--- config.mk ---
export PLATFORM = sky130hd
export DESIGN_NAME = mem_bridge_top
export DESIGN_NICKNAME = d
export VERILOG_FILES = /design/src/core_pkg.sv /design/src/bus_pkg.sv /design/src/mem_bridge_top.sv /design/src/axi_write_channel.sv /design/src/axi_read_channel.sv /design/src/req_arbiter.sv /design/src/reset_hold.sv
export SDC_FILE = /design/constraint.sdc
export NUM_CORES = 1
export LEC_CHECK = 0
export BUFFER_PORTS_ARGS = -buffer_cell sky130_fd_sc_hd__buf_2
export CAP_MARGIN = 20
export CORE_AREA = 2 2 124 126
export DETAILED_ROUTE_END_ITERATION = 8
export DIE_AREA = 0 0 126 128
export HOLD_SLACK_MARGIN = 0.03
export PLACE_DENSITY_LB_ADDON = 0.15
export SYNTH_ARGS = -nofsm -noshare
export SYNTH_HDL_FRONTEND = slang
export SYNTH_SLANG_ARGS = --single-unit
--- constraint.sdc ---
create_clock -name Clk -period 6.69 [get_ports Clk]
set_input_delay 0.669 -clock Clk [delete_from_list [all_inputs] [get_ports Clk]]
set_output_delay 0.669 -clock Clk [all_outputs]
set_load 0.01 [all_outputs]
--- src/core_pkg.sv ---
package core_pkg;

    localparam int ADDR_W = 32;
    localparam int DATA_W = 32;

    // log2 of the byte count, so it maps straight onto the AXI size field.
    typedef enum logic [1:0] {
        SIZE_BYTE = 2'd0,
        SIZE_HALF = 2'd1,
        SIZE_WORD = 2'd2
    } access_size_t;

    typedef struct packed {
        logic              write;  // store when set.
        access_size_t      size;
        logic [ADDR_W-1:0] addr;
        logic [DATA_W-1:0] wdata;  // not lane shifted.
    } mem_req_t;

endpackage
--- src/bus_pkg.sv ---
package bus_pkg;

    import core_pkg::*;

    localparam int AXI_SIZE_W = 3;
    localparam int STRB_W     = DATA_W / 8;

    // read address channel payload.
    typedef struct packed {
        logic [ADDR_W-1:0]     addr;
        logic [AXI_SIZE_W-1:0] size;
    } axi_ar_t;

    // write address channel payload, same layout as ar.
    typedef struct packed {
        logic [ADDR_W-1:0]     addr;
        logic [AXI_SIZE_W-1:0] size;
    } axi_aw_t;

    // write data payload; single beat so last is implied.
    typedef struct packed {
        logic [DATA_W-1:0] data;
        logic [STRB_W-1:0] strb;
    } axi_w_t;

endpackage

--- src/mem_bridge_top.sv ---
module mem_bridge_top import core_pkg::*, bus_pkg::*; #(
    parameter int RESET_HOLD_CYCLES = 16
) (
    input  logic              Clk,
    input  logic              Myreset,

    input  logic              inst_req_i,
    input  logic [ADDR_W-1:0] inst_addr_i,
    output logic              inst_addr_ok_o,
    output logic              inst_data_ok_o,
    output logic [DATA_W-1:0] inst_rdata_o,

    input  logic              data_req_i,
    input  mem_req_t          data_req_info_i,
    output logic              data_addr_ok_o,
    output logic              data_data_ok_o,
    output logic [DATA_W-1:0] data_rdata_o,

    output axi_ar_t           ar_o,
    output logic              arvalid_o,
    input  logic              arready_i,
    input  logic [DATA_W-1:0] rdata_i,
    input  logic              rvalid_i,
    output logic              rready_o,

    output axi_aw_t           aw_o,
    output logic              awvalid_o,
    input  logic              awready_i,
    output axi_w_t            w_o,
    output logic              wvalid_o,
    input  logic              wready_i,
    input  logic              bvalid_i,
    output logic              bready_o
);

    logic              core_rst;
    logic              rd_start;
    logic              rd_done;
    logic              wr_start;
    logic              wr_done;
    mem_req_t          req;
    logic [DATA_W-1:0] rd_word;

    reset_hold #(
        .RESET_HOLD_CYCLES(RESET_HOLD_CYCLES)
    ) u_reset_hold (
        .Clk       (Clk),
        .Myreset   (Myreset),
        .core_rst_o(core_rst)
    );

    req_arbiter u_req_arbiter (
        .Clk            (Clk),
        .Myreset        (Myreset),
        .core_rst_i     (core_rst),
        .inst_req_i     (inst_req_i),
        .inst_addr_i    (inst_addr_i),
        .inst_addr_ok_o (inst_addr_ok_o),
        .inst_data_ok_o (inst_data_ok_o),
        .data_req_i     (data_req_i),
        .data_req_info_i(data_req_info_i),
        .data_addr_ok_o (data_addr_ok_o),
        .data_data_ok_o (data_data_ok_o),
        .rd_start_o     (rd_start),
        .rd_done_i      (rd_done),
        .wr_start_o     (wr_start),
        .wr_done_i      (wr_done),
        .req_o          (req)
    );

    axi_read_channel u_axi_read_channel (
        .Clk       (Clk),
        .Myreset   (Myreset),
        .core_rst_i(core_rst),
        .start_i   (rd_start),
        .req_i     (req),
        .ar_o      (ar_o),
        .arvalid_o (arvalid_o),
        .arready_i (arready_i),
        .rdata_i   (rdata_i),
        .rvalid_i  (rvalid_i),
        .rready_o  (rready_o),
        .done_o    (rd_done),
        .rdata_o   (rd_word)
    );

    axi_write_channel u_axi_write_channel (
        .Clk       (Clk),
        .Myreset   (Myreset),
        .core_rst_i(core_rst),
        .start_i   (wr_start),
        .req_i     (req),
        .aw_o      (aw_o),
        .awvalid_o (awvalid_o),
        .awready_i (awready_i),
        .w_o       (w_o),
        .wvalid_o  (wvalid_o),
        .wready_i  (wready_i),
        .bvalid_i  (bvalid_i),
        .bready_o  (bready_o),
        .done_o    (wr_done)
    );

    // one read word, qualified per port by its data_ok.
    assign inst_rdata_o = rd_word;
    assign data_rdata_o = rd_word;

endmodule

--- src/axi_write_channel.sv ---
module axi_write_channel import core_pkg::*, bus_pkg::*; (
    input  logic     Clk,
    input  logic     Myreset,
    input  logic     core_rst_i,

    input  logic     start_i,
    input  mem_req_t req_i,

    output axi_aw_t  aw_o,
    output logic     awvalid_o,
    input  logic     awready_i,

    output axi_w_t   w_o,
    output logic     wvalid_o,
    input  logic     wready_i,

    input  logic     bvalid_i,
    output logic     bready_o,

    output logic     done_o
);

    logic              aw_pend_q;
    logic              w_pend_q;
    logic              b_wait_q;
    logic              done_q;
    logic              aw_left;
    logic              w_left;
    logic [STRB_W-1:0] strb;

    // byte lanes from size and low address bits.
    always_comb begin
        case (req_i.size)
            SIZE_BYTE: strb = 4'b0001 << req_i.addr[1:0];
            SIZE_HALF: strb = req_i.addr[1] ? 4'b1100 : 4'b0011;
            default:   strb = 4'b1111;
        endcase
    end

    // still pending after this cycle.
    assign aw_left = aw_pend_q && !awready_i;
    assign w_left  = w_pend_q && !wready_i;

    always_ff @(posedge Clk) begin
        if (Myreset || core_rst_i) begin
            aw_pend_q <= 1'b0;
            w_pend_q  <= 1'b0;
            b_wait_q  <= 1'b0;
            done_q    <= 1'b0;
        end else begin
            done_q <= 1'b0;
            if (start_i) begin
                aw_pend_q <= 1'b1;
                w_pend_q  <= 1'b1;
            end else begin
                aw_pend_q <= aw_left;
                w_pend_q  <= w_left;
                if ((aw_pend_q || w_pend_q) && !aw_left && !w_left) begin
                    b_wait_q <= 1'b1;  // both sides through.
                end
            end
            if (b_wait_q && bvalid_i) begin
                b_wait_q <= 1'b0;
                done_q   <= 1'b1;
            end
        end
    end

    assign aw_o      = '{addr: req_i.addr, size: {1'b0, req_i.size}};
    assign w_o       = '{data: req_i.wdata, strb: strb};
    assign awvalid_o = aw_pend_q;
    assign wvalid_o  = w_pend_q;
    assign bready_o  = b_wait_q;
    assign done_o    = done_q;

endmodule

--- src/axi_read_channel.sv ---
module axi_read_channel import core_pkg::*, bus_pkg::*; (
    input  logic              Clk,
    input  logic              Myreset,
    input  logic              core_rst_i,

    input  logic              start_i,
    input  mem_req_t          req_i,

    output axi_ar_t           ar_o,
    output logic              arvalid_o,
    input  logic              arready_i,
    input  logic [DATA_W-1:0] rdata_i,
    input  logic              rvalid_i,
    output logic              rready_o,

    output logic              done_o,
    output logic [DATA_W-1:0] rdata_o
);

    typedef enum logic [1:0] {
        RD_IDLE,
        RD_ADDR,
        RD_DATA,
        RD_DONE
    } rd_state_t;

    rd_state_t         state_q;
    logic [DATA_W-1:0] rdata_q;

    always_ff @(posedge Clk) begin
        if (Myreset || core_rst_i) begin
            state_q <= RD_IDLE;
        end else begin
            case (state_q)
                RD_IDLE: if (start_i) state_q <= RD_ADDR;
                RD_ADDR: if (arready_i) state_q <= RD_DATA;
                RD_DATA: if (rvalid_i) state_q <= RD_DONE;
                default: state_q <= RD_IDLE;
            endcase
        end
    end

    always_ff @(posedge Clk) begin
        if (state_q == RD_DATA && rvalid_i) begin
            rdata_q <= rdata_i;  // capture the single beat.
        end
    end

    assign ar_o      = '{addr: req_i.addr, size: {1'b0, req_i.size}};
    assign arvalid_o = (state_q == RD_ADDR);
    assign rready_o  = (state_q == RD_DATA);
    assign done_o    = (state_q == RD_DONE);
    assign rdata_o   = rdata_q;

endmodule

--- src/req_arbiter.sv ---
module req_arbiter import core_pkg::*; (
    input  logic              Clk,
    input  logic              Myreset,
    input  logic              core_rst_i,

    input  logic              inst_req_i,
    input  logic [ADDR_W-1:0] inst_addr_i,
    output logic              inst_addr_ok_o,
    output logic              inst_data_ok_o,

    input  logic              data_req_i,
    input  mem_req_t          data_req_info_i,
    output logic              data_addr_ok_o,
    output logic              data_data_ok_o,

    output logic              rd_start_o,
    input  logic              rd_done_i,
    output logic              wr_start_o,
    input  logic              wr_done_i,

    output mem_req_t          req_o
);

    logic     busy_q;
    logic     owner_data_q;  // data port owns the access.
    mem_req_t req_q;
    mem_req_t inst_req;
    mem_req_t win_req;
    logic     can_accept;
    logic     accept;
    logic     done;

    // instruction fetches are always word reads.
    always_comb begin
        inst_req      = '0;
        inst_req.size = SIZE_WORD;
        inst_req.addr = inst_addr_i;
    end

    assign can_accept = !busy_q && !core_rst_i;

    assign data_addr_ok_o = can_accept && data_req_i;
    assign inst_addr_ok_o = can_accept && inst_req_i && !data_req_i;  // data wins a tie.
    assign accept         = data_addr_ok_o || inst_addr_ok_o;

    assign win_req = data_req_i ? data_req_info_i : inst_req;

    assign rd_start_o = accept && !win_req.write;
    assign wr_start_o = accept && win_req.write;

    assign done = rd_done_i || wr_done_i;

    always_ff @(posedge Clk) begin
        if (Myreset || core_rst_i) begin
            busy_q       <= 1'b0;
            owner_data_q <= 1'b0;
        end else if (accept) begin
            busy_q       <= 1'b1;
            owner_data_q <= data_req_i;
        end else if (done) begin
            busy_q <= 1'b0;  // free again the cycle after data_ok.
        end
    end

    always_ff @(posedge Clk) begin
        if (accept) begin
            req_q <= win_req;
        end
    end

    assign inst_data_ok_o = done && !owner_data_q;
    assign data_data_ok_o = done && owner_data_q;

    assign req_o = req_q;  // held stable while busy.

endmodule

--- src/reset_hold.sv ---
module reset_hold #(
    parameter int RESET_HOLD_CYCLES = 16
) (
    input  logic Clk,
    input  logic Myreset,
    output logic core_rst_o
);

    localparam int CNT_W = $clog2(RESET_HOLD_CYCLES + 1);

    logic [CNT_W-1:0] cnt_q;
    logic             core_rst_q;

    always_ff @(posedge Clk) begin
        if (Myreset) begin
            cnt_q      <= '0;
            core_rst_q <= 1'b1;
        end else begin
            if (cnt_q != CNT_W'(RESET_HOLD_CYCLES)) begin
                cnt_q <= cnt_q + 1'b1;  // saturates at the hold count.
            end
            if (cnt_q == CNT_W'(RESET_HOLD_CYCLES)) begin
                core_rst_q <= 1'b0;
            end
        end
    end

    assign core_rst_o = core_rst_q;

endmodule

======== After elaboration in Yosys (flattened, before gate mapping) ========
Index checks and enable logic that the tools add are counted.
cells by class
  shifts and indexed selects .............. 1
  muxes and demuxes ....................... 12
  $add $sub $neg .......................... 1
  bitwise logic cells ..................... 1
  $mul .................................... 0
  reductions and logical operators ........ 33
  divide/modulo/power cells ............... 0
  equality and inequality tests ........... 9
  $lt $le $gt $ge ......................... 0
operator list
  operator             number
  $mux 67              1
  $logic_and 1x1->1    14
  $logic_not 1->1      9
  $pmux 4 s2           1
  $mux 2               3
  $pmux 2 s3           1
  $add 5x1->5 const B  1
  $eq 5x5->1 const B   1
  $mux 1               5
  $ne 5x5->1 const B   1
  $eq 2x1->1 const B   2
  $eq 2x2->1 const B   2
  $logic_not 2->1      2
  $logic_or 1x1->1     4
  $mux 4               1
  $ne 2x2->1 const B   2
  $shl 1x2->4 const A  1
  $reduce_and 3->1     1
  $ne 2x1->1 const B   1
  $reduce_and 2->1     1
  $reduce_bool 2->1    1
  $reduce_or 2->1      1
  $not 1->1            1
word-level totals
  memories kept ........................... 0
  register bits ........................... 112
  bits in writable memories ............... 0
  word-level logic and storage cells ...... 70
  output and inout port bits .............. 179
  bits in read-only memories .............. 0
  latch bits .............................. 0

======== Logic depth before layout (Yosys ltp) ========
  depth in word-level cells ............... 8
  mapped depth ............................ 6
  mapped depth without buffers ............ 6

======== Cells and area by module ========
A second synthesis with hierarchy kept.
unflattened totals
  cells, all modules ...................... 401
  area total of the unflattened synthesis .. 5590.4 sq um
by module, submodules not included
  module             cells an instance  times used  area an instance (sq um)
  req_arbiter        158                1           2920.3
  axi_read_channel   91                 1           1425.1
  axi_write_channel  91                 1           703.2
  reset_hold         29                 1           301.5
  mem_bridge_top     32                 1           240.2

======== Worst setup path after synthesis ========
No wires, ideal clock.
  kind .................................... input port to flip-flop
  from .................................... input data_req_i
  to ...................................... register u_req_arbiter.req_q, in the netlist u_req_arbiter.req_o[0], enable pin
  required time ........................... 6.116 ns
  buffers on the path ..................... 1
  arrival ................................. 5.383 ns
  stages .................................. 3
  slack ................................... 0.734 ns
  path through ............................ buf_4 > nor2_1 > nor3_1
on the way
  cells in the longest elaborated chain, start to end .. 3
  elaborated cells on any way between the ends .. 4
  classes of those cells .................. reduce/logical: 4
ends and longest elaborated chain
  element                   RTL line              RTL
  from (decl)               mem_bridge_top.sv:13  input logic data_req_i,
  $logic_not 1->1           req_arbiter.sv:43     assign inst_addr_ok_o = can_accept && inst_req_i && !data_req_i;
  $logic_and 1x1->1         req_arbiter.sv:43
  $logic_or 1x1->1 (*)      req_arbiter.sv:44     assign accept = data_addr_ok_o || inst_addr_ok_o;
  via u_req_arbiter.accept  req_arbiter.sv:30     logic accept;
  to (signal assigned)      req_arbiter.sv:67     req_q <= win_req;
  to (decl)                 req_arbiter.sv:26     mem_req_t req_q;
Mark *: on every way through the listed nets, which the timed path passes. The rest lies on a longest branch.
A chain may end at the register's enable or synchronous reset.

======== Worst setup path in the final report ========
  from .................................... input data_req_i
  to ...................................... output inst_addr_ok_o
on the way
  cells in the longest elaborated chain, start to end .. 2
ends and longest elaborated chain
  element            RTL line             RTL
  $logic_not 1->1    req_arbiter.sv:43
  $logic_and 1x1->1  req_arbiter.sv:43
  to (decl)          mem_bridge_top.sv:9  output logic inst_addr_ok_o,
Every way passes these cells.

==> impl_metrics.toml <==
[worst_hold_path]
hold_start = "u_req_arbiter.owner_data_q"
hold_path.class = "flop to flop"
whs_path_depth = 2
min_to = "u_req_arbiter.owner_data_q"

[grt]
grt_pass1_vias = 3244
grt.total_usage = 0.145
grt_max_degree = 49
overflow = 0
grt_first_pass_wirelength_um = 17600
antenna_found_initial = 1

[synth]
synth.avg_cell_area_um2 = 14.6
synth_area_um2 = 4810
ys_warn_count = 0
synth_cell_types = 31
yosysTopAreaCell = "edfxtp_1"
synth_cells = 329
synthTopCellsByArea = "edfxtp_1 61%, buf_4 11%, mux2_2 7.5%"
ys_ff_latch = 112
yosysTopAreaCellShare = 0.612
seq_area_frac_synth = 0.671

[clock_network]
cts_max_path_buffers = 2
clock-sinks = 112
htreeDepth = 3
ctsHoldBuffers = 0
post-cts-setup-buffers = 0
clkTransAtPathRegs_ns = 0.07
cts_root_buf = "clkbuf_16"
cts_resized = 0
tritoncts = "built"
cts_buffers = 9
insertion_delay_ns = 0.35

[placement]
port_buffers = 316
hpwlAfterDp_um = 9560
place_inst = 761
placed_cell_area_um2 = 6110
place.gp.congestion = 0.728
place_ws_ns = 3.98

[finish]
layout_common_cells = "316 x buf_2, 98 x edfxtp_1, 36 x and2_1"
final_cells = 777
layout-drive-gt1-share = 0.625
nets = 730
fill_cells = 1445
fin_area_um2 = 6380
area_growth_pct = 32.7
layout_commonest_cell = "buf_2"
antennaDiodeCount = 0

[worst_setup_path]
worstSetupPathType = "input port to output port"
cp_data_required_time_ns = 6.02
crit_path_end_kind = "output port"
rr_worst_depth = 5
timing.rr.start = "u_reset_hold.cnt_q[0]"
r2r-end = "u_reset_hold.cnt_q[1]"
crit_fanout = 48
worst-r2r-setup-slack_ns = 4.90
crit_path_start_kind = "input port"
arrival_ns = 1.97
critPathLaunch = "data_req_i"

[detailed_routing]
wl_per_cell_um = 15.7
drc = 0
first_iter_violations = 204
wl_um = 12200
ant_nets = 0
via_count = 3317
vias_per_cell = 4.27
dr.pass1.iters = 5

[timing]
grt_setup_unrepaired = "no"
tns_ns = 0
maxSlewHeadroom = 0.360
period_needed_ns = 2.64
skew_ns = 0.00732
finalMaxSlewViolations = 0
post-route-period-util = 0.394
tightest_slew_ns = 0.948
finalSetupViolCount = 0
hold-worst-slack_ns = 0.493
fin_ws_ns = 4.05
hold_viol = 0
max_freq_ghz = 0.379

[outcome]
status = "finished clean"

[power]
p_per_area_nw_per_um2 = 209
p_leak_nw = 2.82
vdd_drop_max_mv = 0.0992

[floorplan]
ios = 319
coreArea_um2 = 14900
row_count = 45
die-area_um2 = 16100
start_util = 0.323
die_x_um = 126
die_y_um = 128

[run]
drv_cap = 0
-- cell families (layout without fill, tap and decap cells) --
family,after synthesis,after routing,synth area share
buffers and inverters,88,347,0.123
other,1,2,0.000780
flip-flops,112,112,0.671
AO/OA/AOI/OAI,15,15,0.0216
adder cells (fa/ha/maj),6,6,0.0156
AND/OR/NAND/NOR,68,68,0.0802
multiplexers,35,35,0.0812
XOR/XNOR,4,4,0.00729
-- final cells by class --
class | instances | area (um^2) | share of cell area
clock buffers | 9 | 225 | 0.0353
clock inverters | 7 | 38.8 | 0.00608
inverters | 11 | 41.3 | 0.00647
multi-input cells | 130 | 1000 | 0.157
flip-flops and latches | 112 | 3220 | 0.505
well taps | 188 | 235 | 0.0369
repair buffers | 320 | 1610 | 0.253
-- Yosys cell counts --
master    count
o31a_1        1
nand2b_1      3
edfxtp_1     98
a32oi_1       1
buf_4        69
mux2i_1       3
a32o_1        1
and3_1        1
xor2_1        2
o221ai_1      1
ha_1          6
nor3_1        3
o21ai_0       2
nand2_1       2
conb_1        1
mux2_2       32
or2_2         1
clkbuf_1      8
nand3_1       3
and2_1       36
or4_1         1
nor4_1        1
nor2_1       13
inv_1        11
nor4bb_1      1
or3_1         1
a21oi_1       4
nor2b_1       2
o21bai_1      5
xnor2_1       2
dfxtp_1      14
-- stage by stage --
stage / total power, mW / util
finish: 1.33 / 0.429
global route: 1.38 / 0.429
CTS: 1.35 / 0.429
global placement: 0.854 / 0.411
detailed placement: 0.857 / 0.411
floorplan: 0.813 / -
-- worst max-delay path: stages --
cell    delay, ns
buf_2        0.59
buf_4        0.44
nor4_1       0.09
buf_2        0.15
-- state kept, by name, indices dropped and copies added (netlist names) --
name / cells
u_req_arbiter.req_o: 66
u_axi_read_channel.rdata_o: 32
u_reset_hold.cnt_q: 5
u_axi_read_channel.state_q: 2
u_axi_write_channel.awvalid_o: 1
u_axi_write_channel.bready_o: 1
u_axi_write_channel.done_o: 1
u_axi_write_channel.wvalid_o: 1
u_req_arbiter.busy_q: 1
u_req_arbiter.owner_data_q: 1
u_reset_hold.core_rst_o: 1
-- routing by layer --
| layer | track usage | vias to the layer above | part of all wire |
|---|---|---|---|
| met4 | 0.0679 | 2 | 0.021 |
| li1 | - | 1590 | - |
| met3 | 0.0396 | 20 | 0.072 |
| met1 | 0.156 | 1545 | 0.36 |
| met5 | 0 | - | 0.00090 |
| met2 | 0.266 | 160 | 0.54 |
-- where the power goes --
group          switching, mW  internal, mW  leakage (nW)
clock network          0.242         0.249         0.130
registers            0.00160         0.761         0.998
logic                 0.0277        0.0501          1.69
total                  0.272          1.06          2.82
-- worst max-delay path by stage --
stage	slack [ns]	depth (start not counted)	endpoint
3_5_place_dp	3.98	4	inst_addr_ok_o
2_1_floorplan	0.73	3	u_req_arbiter.req_o[0]
3_3_place_gp	4.01	4	inst_addr_ok_o
6_report	4.05	4	inst_addr_ok_o
5_1_grt	3.88	4	inst_addr_ok_o
4_1_cts	3.96	4	inst_addr_ok_o
(Power assumes the default switching activity.)
